**src/hdl/tx_lane_cfg.svh**
```systemverilog
`ifndef TX_LANE_CFG_SVH
`define TX_LANE_CFG_SVH

// block layout
`define TX_NB_SH        2
`define TX_NB_PAYLOAD   64

// x^58 + x^39 + 1 self-synchronous scrambler
`define TX_NB_SCRAMBLER 58
`define TX_TAP_A        19   // 57 - 38, the x^39 term
`define TX_TAP_B        0    // oldest output bit, the x^58 term

// all ones so the first scrambled blocks are not plain zero
`define TX_SEED         {`TX_NB_SCRAMBLER{1'b1}}

// idle control block, header 10 then the idle control payload
`define TX_IDLE_BLOCK   66'h2_7800_0000_0000_0000

// accepted blocks per alignment slot
`define TX_AM_PERIOD    16

`endif

```
**src/hdl/tx_lane_pkg.sv**
```systemverilog
`default_nettype none
`include "tx_lane_cfg.svh"

package tx_lane_pkg;

	// coded block as it leaves the encoder
	typedef struct packed
	{
		logic [`TX_NB_SH-1:0]      sync_header;   // bits 65:64
		logic [`TX_NB_PAYLOAD-1:0] payload;       // bits 63:0
	} block_t;

	// block as handed to the gearbox, tag on top
	typedef struct packed
	{
		logic   tag;     // bit 66, marks an alignment slot
		block_t block;   // bits 65:0
	} tagged_t;

	typedef enum logic
	{
		ST_WARMUP = 1'b0,   // sending idle until the link comes up
		ST_RUN    = 1'b1
	} tx_state_t;

	// treatment chosen for the block in flight
	typedef enum logic [1:0]
	{
		MODE_SCRAMBLE   = 2'd0,
		MODE_IDLE       = 2'd1,
		MODE_BYPASS_TAG = 2'd2
	} blk_mode_t;

endpackage

`default_nettype wire

```
**src/hdl/am_period_timer.sv**
```systemverilog
`default_nettype none
`include "tx_lane_cfg.svh"

module am_period_timer
(
	input  logic i_clock,
	input  logic i_reset,
	input  logic i_accept,
	output logic o_am_slot
);

	localparam int CNT_W = (`TX_AM_PERIOD > 1) ? $clog2(`TX_AM_PERIOD) : 1;
	localparam logic [CNT_W-1:0] LAST_BLOCK = CNT_W'(`TX_AM_PERIOD - 1);

	logic [CNT_W-1:0] block_count;
	logic             last_block;

	assign last_block = (block_count == LAST_BLOCK);

	// only the accepted block itself is flagged, idle cycles in between are not
	assign o_am_slot = i_accept && last_block;

	always_ff @(posedge i_clock)
	begin
		if (i_reset)
		begin
			block_count <= '0;
		end
		else if (i_accept)
		begin
			if (last_block)
			begin
				block_count <= '0;   // wrap right after the slot block
			end
			else
			begin
				block_count <= block_count + CNT_W'(1);
			end
		end
	end

endmodule

`default_nettype wire

```
**src/hdl/scrambler.sv**
```systemverilog
`default_nettype none
`include "tx_lane_cfg.svh"

module scrambler
(
	input  logic                   i_clock,
	input  logic                   i_reset,
	input  logic                   i_accept,
	input  logic                   i_tag,
	input  tx_lane_pkg::blk_mode_t i_mode,
	input  tx_lane_pkg::block_t    i_data,
	output tx_lane_pkg::tagged_t   o_data,
	output logic                   o_valid
);

	import tx_lane_pkg::*;

	localparam block_t IDLE_BLOCK = `TX_IDLE_BLOCK;

	logic [`TX_NB_SCRAMBLER-1:0] state;
	logic [`TX_NB_SCRAMBLER-1:0] state_next;
	logic [`TX_NB_PAYLOAD-1:0]   scrambled_payload;
	logic                        out_bit;
	block_t                      source_block;
	block_t                      coded_block;
	logic                        advance;

	// idle mode scrambles the idle block in place of the input, its header is 10
	assign source_block = (i_mode == MODE_IDLE) ? IDLE_BLOCK : i_data;

	// state only moves when a scrambled block is actually sent
	assign advance = i_accept && (i_mode != MODE_BYPASS_TAG);

	// msb first, each output bit is fed back into the top of the state
	always_comb
	begin
		state_next        = state;
		scrambled_payload = '0;
		out_bit           = 1'b0;
		for (int i = `TX_NB_PAYLOAD - 1; i >= 0; i--)
		begin
			out_bit = source_block.payload[i] ^ state_next[`TX_TAP_A] ^ state_next[`TX_TAP_B];
			scrambled_payload[i] = out_bit;
			state_next = {out_bit, state_next[`TX_NB_SCRAMBLER-1:1]};
		end
	end

	always_comb
	begin
		if (i_mode == MODE_BYPASS_TAG)
		begin
			coded_block = i_data;   // raw block, alignment slot or external bypass
		end
		else
		begin
			coded_block.sync_header = source_block.sync_header;
			coded_block.payload     = scrambled_payload;
		end
	end

	always_ff @(posedge i_clock)
	begin
		if (i_reset)
		begin
			state <= `TX_SEED;
		end
		else if (advance)
		begin
			state <= state_next;
		end
	end

	always_ff @(posedge i_clock)
	begin
		if (i_reset)
		begin
			o_valid <= 1'b0;
			o_data  <= '0;
		end
		else
		begin
			o_valid <= i_accept;
			if (i_accept)
			begin
				o_data.tag   <= i_tag;
				o_data.block <= coded_block;
			end
		end
	end

endmodule

`default_nettype wire

```
**src/hdl/tx_lane_ctrl.sv**
```systemverilog
`default_nettype none

module tx_lane_ctrl
(
	input  logic                   i_clock,
	input  logic                   i_reset,
	input  logic                   i_accept,
	input  logic                   i_link_up,
	input  logic                   i_rf_bypass,
	input  logic                   i_am_slot,
	input  logic [1:0]             i_sync_header,
	output tx_lane_pkg::blk_mode_t o_mode,
	output logic                   o_tag,
	output logic                   o_link_active
);

	import tx_lane_pkg::*;

	tx_state_t state;
	tx_state_t state_next;
	logic      run_block;
	logic      header_ok;

	assign header_ok = i_sync_header[1] ^ i_sync_header[0];   // only 01 and 10 are legal

	// the accepted block that first sees link-up is already handled as a run block
	assign run_block = i_link_up && ((state == ST_RUN) || i_accept);

	always_comb
	begin
		state_next = state;
		case (state)
			ST_WARMUP:
			begin
				if (i_accept && i_link_up)
				begin
					state_next = ST_RUN;
				end
			end
			ST_RUN:
			begin
				if (!i_link_up)
				begin
					state_next = ST_WARMUP;   // any drop of the link restarts warm-up
				end
			end
			default:
			begin
				state_next = ST_WARMUP;
			end
		endcase
	end

	always_ff @(posedge i_clock)
	begin
		if (i_reset)
		begin
			state <= ST_WARMUP;
		end
		else
		begin
			state <= state_next;
		end
	end

	// warm-up first, then slot or bypass, then header check
	always_comb
	begin
		if (!run_block)
		begin
			o_mode = MODE_IDLE;
		end
		else if (i_am_slot || i_rf_bypass)
		begin
			o_mode = MODE_BYPASS_TAG;
		end
		else if (!header_ok)
		begin
			o_mode = MODE_IDLE;   // a broken header never reaches the line
		end
		else
		begin
			o_mode = MODE_SCRAMBLE;
		end
	end

	assign o_tag         = run_block && i_am_slot;
	assign o_link_active = (state == ST_RUN);

endmodule

`default_nettype wire

```
**src/hdl/tx_lane_top.sv**
```systemverilog
`default_nettype none

module tx_lane_top
(
	input  logic                 i_clock,
	input  logic                 i_reset,
	input  logic                 i_valid,
	input  logic                 i_enable,
	input  logic                 i_link_up,
	input  logic                 i_rf_bypass,
	input  tx_lane_pkg::block_t  i_data,
	output tx_lane_pkg::tagged_t o_data,
	output logic                 o_valid,
	output logic                 o_link_active
);

	import tx_lane_pkg::*;

	logic      accept;
	logic      am_slot;
	logic      block_tag;
	blk_mode_t block_mode;

	// no back-pressure, a block is taken whenever both strobes are high
	assign accept = i_valid && i_enable;

	am_period_timer am_period_timer_i
	(
		.i_clock   (i_clock),
		.i_reset   (i_reset),
		.i_accept  (accept),
		.o_am_slot (am_slot)
	);

	// mode and tag settle in the same cycle as the block they apply to
	tx_lane_ctrl tx_lane_ctrl_i
	(
		.i_clock       (i_clock),
		.i_reset       (i_reset),
		.i_accept      (accept),
		.i_link_up     (i_link_up),
		.i_rf_bypass   (i_rf_bypass),
		.i_am_slot     (am_slot),
		.i_sync_header (i_data.sync_header),
		.o_mode        (block_mode),
		.o_tag         (block_tag),
		.o_link_active (o_link_active)
	);

	scrambler scrambler_i
	(
		.i_clock  (i_clock),
		.i_reset  (i_reset),
		.i_accept (accept),
		.i_tag    (block_tag),
		.i_mode   (block_mode),
		.i_data   (i_data),
		.o_data   (o_data),
		.o_valid  (o_valid)
	);

endmodule

`default_nettype wire

```
**config.mk**
```make
export PLATFORM = sky130hd
export DESIGN_NAME = tx_lane_top
export DESIGN_NICKNAME = d
export VERILOG_FILES = /design/src/hdl/tx_lane_pkg.sv /design/src/hdl/am_period_timer.sv /design/src/hdl/scrambler.sv /design/src/hdl/tx_lane_ctrl.sv /design/src/hdl/tx_lane_top.sv
export VERILOG_INCLUDE_DIRS = /design/src /design/src/hdl
export SDC_FILE = /design/constraint.sdc
export NUM_CORES = 1
export LEC_CHECK = 0
export ABC_AREA = 1
export BUFFER_PORTS_ARGS = -buffer_cell sky130_fd_sc_hd__buf_2
export CORE_MARGIN = 2
export CORE_UTILIZATION = 60
export CTS_BUF_LIST = sky130_fd_sc_hd__clkbuf_16
export CTS_CLUSTER_SIZE = 16
export DETAILED_ROUTE_END_ITERATION = 6
export PLACE_DENSITY_LB_ADDON = 0.2
export SLEW_MARGIN = 20
export SYNTH_ARGS = -nofsm -noshare
export SYNTH_HDL_FRONTEND = slang
export SYNTH_SLANG_ARGS = --single-unit
```
**constraint.sdc**
```tcl
create_clock -name i_clock -period 4.6 [get_ports i_clock]
set_input_delay 0.69 -clock i_clock [delete_from_list [all_inputs] [get_ports i_clock]]
set_output_delay 0.69 -clock i_clock [all_outputs]
set_load 0.01 [all_outputs]
```
## Word-level counts from Yosys, hierarchy flattened

Cells that the tools add are included.

- Register bits after elaboration: 131
- Latch bits: 0
- Memory bits (writable): 0
- Bits in read-only memories: 0
- Memories: 0

- Add/sub/neg operators: 1
- Multiply operators: 0
- Div/mod/pow operators: 0
- $lt $le $gt $ge: 0
- Eq/ne operators: 4
- Shift-type cells: 0
- Multiplexer cells: 9
- Bitwise gates (word level): 130
- Reduce and logical (&&, ||, !) cells: 8

Operators with widths:

| cell | number |
|---|---|
| $mux W66 | 2 |
| $xor A1 B1 Y1 | 129 |
| $logic_and A1 B1 Y1 | 6 |
| $add A4 B1 Y4 const B | 1 |
| $eq A4 B4 Y1 const B | 1 |
| $mux W2 | 2 |
| $mux W4 | 1 |
| $mux W1 | 3 |
| $eq A2 B1 Y1 const B | 1 |
| $eq A2 B2 Y1 const B | 1 |
| $logic_or A1 B1 Y1 | 2 |
| $ne A2 B2 Y1 const B | 1 |
| $pmux W1 S2 | 1 |
| $not A1 Y1 | 1 |

## Depth between registers and ports, before layout

- Word-level depth: 12
- Depth in mapped cells: 14
- Depth with buffers taken out: 14

## Modules after synthesis

Synthesis repeated with hierarchy kept, for this count alone.

- Cells, all modules: 953
- Area, all modules: 6600.1 µm²

By module, submodules not included:

| module | times used | cells an instance | area each (µm²) | seq. area each (µm²) |
|---|---|---|---|---|
| scrambler | 1 | 910 | 6321.1 | 2522.4 |
| am_period_timer | 1 | 27 | 196.4 | 80.1 |
| tx_lane_ctrl | 1 | 14 | 75.1 | 20.0 |
| tx_lane_top | 1 | 2 | 7.5 | 0.0 |

## Worst setup path after synthesis

OpenSTA, ideal clock, no wires.

- Path type: input to register
- Start point: in i_valid
- End point: reg scrambler_i.state[53]
- Setup time: 138 ps
- Data arrival time: 1860 ps
- Data required time: 4462 ps
- Setup slack: 2602 ps
- Stages: 10
- Path buffers: 2
- Path through: nand2_4 inv_6 nor2_4 nor2_8 inv_2 a21oi_4 nor2_4 buf_2 buf_1 o211ai_1

- Cells in the longest elaborated chain, start to end: 11
- Elaborated cells between the ends (all ways): 17
- Classes of those cells: eq/ne (2); mux (3); bitwise (6); reduce/logical (6)

RTL lines:

| what | RTL line | source |
|---|---|---|
| from (decl) | tx_lane_top.sv:7 | `input logic i_valid,` |
| $logic_and A1 B1 Y1 * | tx_lane_top.sv:25 | `assign accept = i_valid && i_enable;` |
| $logic_and A1 B1 Y1 | am_period_timer.sv:21 | `assign o_am_slot = i_accept && last_block;` |
| $logic_or A1 B1 Y1 | tx_lane_ctrl.sv:73 | `else if (i_am_slot \|\| i_rf_bypass)` |
| $mux W2 | tx_lane_ctrl.sv:73 |  |
| $mux W2 | tx_lane_ctrl.sv:69 | `if (!run_block)` |
| $eq A2 B1 Y1 | scrambler.sv:29 | `assign source_block = (i_mode == MODE_IDLE) ? IDLE_BLOCK : i_data;` |
| $mux W66 | scrambler.sv:29 |  |
| $xor A1 B1 Y1 (4 in series) | scrambler.sv:42 | `` out_bit = source_block.payload[i] ^ state_next[`TX_TAP_A] ^ state_next[`TX_TAP_B]; `` |
| to (signal assigned) | scrambler.sv:65 | `` state <= `TX_SEED; `` |
| to (signal assigned) | scrambler.sv:69 | `state <= state_next;` |
| to (decl) | scrambler.sv:20 | `` logic [`TX_NB_SCRAMBLER-1:0] state; `` |

Mark *: on every way between the ends. The rest lies on a longest branch, timed or not.
A chain may end at the register's enable or synchronous reset.

## Final worst setup path

- Start point: in i_valid
- End point: reg, netlist name scrambler_i.o_data[25]

- Cells in the longest elaborated chain, start to end: 10
- Elaborated cells between the ends (all ways): 13
- Classes of those cells: eq/ne (2); mux (4); bitwise (2); reduce/logical (5)

RTL lines:

| what | RTL line | source |
|---|---|---|
| $logic_and A1 B1 Y1 * | tx_lane_top.sv:25 |  |
| $logic_and A1 B1 Y1 | am_period_timer.sv:21 |  |
| $logic_or A1 B1 Y1 | tx_lane_ctrl.sv:73 |  |
| $mux W2 | tx_lane_ctrl.sv:73 |  |
| $mux W2 | tx_lane_ctrl.sv:69 |  |
| $eq A2 B1 Y1 | scrambler.sv:29 |  |
| $mux W66 | scrambler.sv:29 |  |
| $xor A1 B1 Y1 (2 in series) | scrambler.sv:42 |  |
| $mux W66 | scrambler.sv:50 | `if (i_mode == MODE_BYPASS_TAG)` |

Marks and branches as above.

==> impl_results.md <==
* Worst Path Required at 4.95 ns
* Post-route cell area at slightly above 8000 µm²
* Critical Path End Type: flip-flop
* Vias in the first global route at around 6400
* First-pass DRT Iterations at 7
* GR Overflow Total at 0
* Most used DFF post-synth: dfxtp_1
* Post-synth ARST share at 0
* DR vias/cell at ~5.5
* Synth Net Count at 1064
* Die Area at 12440 µm²
* DP HPWL at around 13 mm
* # clock sinks at between 100 and 150
* Area delta synth->final at 18.55%
* # setup viols final at 0
* Final hold vios at 0
* Final GP Congestion at 0.8707
* Initial Utilization at 0.6103
* Minimum clock period after layout at between 2 and 3 ns
* Worst Path Arrival at 3.24 ns
* Commonest cells after routing, fill and taps aside: nand2_1 (292), inv_1 (147), buf_2 (139)
* Ys Warns at 0
* Status: completed
* Num rows at 39
* Die Y at 111.5 µm
* Synth top area share at 0.3779
* Leak at 3.962 nW
* FMAX at 345.4 MHz
* Number of enable flip-flop cells after synthesis at 0
* CTS resizes at 0
* 1st-iter DRT viols at 662
* Largest family of logic cells by synthesized area: simple AND/OR/NAND/NOR gates
* Hold Crit Class: flip-flop to flip-flop
* Seq/Total Area, Yosys at 0.3779
* Synth Area in Simple Gates at 0.2589
* Commonest non-fill, non-tap cell in the layout: nand2_1
* Setup Skew at 0.006473 ns
* Setup_tns at 0 ns
* CTS buffer count at 17
* Tot GR Track Use at 0.3141
* Synth Area in Compound Gates at 0.1536
* Post-CTS Hold Buffers at 0
* Routed WL at 19.63 mm
* Mapped Area at 6939 µm²
* DIE WIDTH at between 100 and 150 µm
* CTS tree: done
* VDD IR-drop max at approximately 0.00023 V
* Worst-Margin Slew at between 1 and 1.5 ns
* Setup Crit Path Kind: primary input to flip-flop
* First-pass GRT wire length at 31.15 mm
* Synth Area in Adders at 0.001803
* Clock Latency Late Sink at ~0.42 ns
* Post-synthesis xor/xnor area fraction at 0.08925
* Nature of the critical path startpoint: primary input
* Clock transition at path regs at around 0.060 ns
* Share of cells above drive strength 1 at 0.1887
* Syn_area_per_cell at 7.002 µm²
* Cells after Synth at 991
* Remaining antenna violation count after routing at 0
* Final Cycle Share at 0.6294
* Drc violations at 0
* # Post-CTS Setup Buffers at 0
* Unrepaired setup endpoints after global routing: no
* I/O Pins at 141
* Number of antenna violations at the first check in global routing at 0
* Synthesis-stage register bit count at ~130
* Cell Area, Placed at 7612 µm²
* Buffers on Ports at 140
* Synth top area cells: dfxtp_1 (38%), nand2_1 (16%), inv_1 (8.0%), a21oi_1 (6.3%), nand3_1 (5.1%)
* Post-synth cell types at 33
* Mux cell area share after synthesis at 0
* Core ar. at 11370 µm²
* Largest net degree at the start of global routing at 73
* Area leader, netlist: dfxtp_1
* DR WL/cell at 15.57 µm
* Crit path max fanout at 72
* Via count of the routed design at 6877
* Final-report max-slew violation count at 0
* Root Buffer Master: clkbuf_16
* Nets at 1179
* Htree depth at 4
* PwrDens at 401.1 nW/µm²
* Worst rel slew slack at 0.3319
* Clock Tree Buf Depth at 2
* Number of max-cap violations at 0
* Number of diodes at 0
## metrics by stage
step                      worst slack (ns)  hold WS (ns)  instances  power [mW]    util
final                                1.705        0.4616       1261       3.299  0.7236
after global routing                 1.472        0.4983       1261       3.419  0.7236
after CTS                            1.813        0.4621       1261       3.290  0.7236
after detailed placement             1.406        0.4534       1230       1.884  0.6695
after global placement               1.483        0.4556       1230       1.870  0.6695
after floorplan                      2.602        0.4481        991       1.699       -
## power breakdown
part | internal [mW] | switching, mW | total, mW | leakage [nW]
Sequential | 1.22 | 0.0705 | 1.29 | 1.08
Clock | 0.899 | 0.523 | 1.42 | 0.283
Combinational | 0.214 | 0.371 | 0.585 | 2.60
Total | 2.33 | 0.965 | 3.30 | 3.96
## layer usage
metal,up-vias,wire length (µm),global-route usage
met2,309,9015,0.5126
li1,3387,-,-
met3,45,1590,0.06587
met4,0,631,0.1416
met1,3136,8396,0.4030
met5,-,0,0
## synthesized netlist by cell type (5+ instances only)
master	number
o21ai_0	33
o211ai_1	15
dfxtp_1	131
o21ai_1	14
nand2_1	292
buf_1	5
clkbuf_1	20
xor2_1	27
inv_1	147
a21oi_1	87
nand4_1	11
nor2_4	12
a31oi_1	30
buf_2	17
nand3_1	71
a22o_1	9
xnor2_1	27
nor2_1	10
xor2_2	9
## logic make-up (layout without fill, tap and decap cells)
| group | Yosys count | count (layout) |
|---|---|---|
| fa+ha+maj | 1 | 1 |
| buf+inv | 201 | 328 |
| flops | 131 | 131 |
| compound gates | 189 | 189 |
| simple gates | 406 | 406 |
| xor+xnor | 63 | 63 |
## final timing paths
kind	slack [ns]	startpoint	end	depth (start not counted)
hold / removal	0.46	scrambler_i.o_data[66]	scrambler_i.o_data[66]	2
hold reg to reg	0.46	scrambler_i.o_data[66]	scrambler_i.o_data[66]	2
setup / recovery	1.70	i_valid	scrambler_i.o_data[25]	8
setup reg to reg	1.79	am_period_timer_i.block_count[0]	scrambler_i.o_data[25]	10
## registers in the layout, summed over array words and instances, names as in the netlist
name                           count
scrambler_i.o_data                67
scrambler_i.o_valid                1
tx_lane_ctrl_i.o_link_active       1
scrambler_i.state                 58
am_period_timer_i.block_count      4
## critical path, stage by stage
cell and delay [ns]:
buf_2 0.10, nand2_4 0.06, buf_4 0.36, nor2_4 0.77, inv_2 0.65, a21oi_1 0.28, o21ai_0 0.15, a21oi_1 0.16
## cell type report
cell class | instances | area, µm²
clock buffers | 17 | 425.4
well taps | 143 | 178.9
inverters | 152 | 575.6
flip-flops and latches | 131 | 2623
multi-input cells | 659 | 3495
clock inverters | 14 | 188.9
fillers | 958 | 3143
repair buffers | 145 | 740.7
No activity file was read; power rests on OpenSTA's default activity.
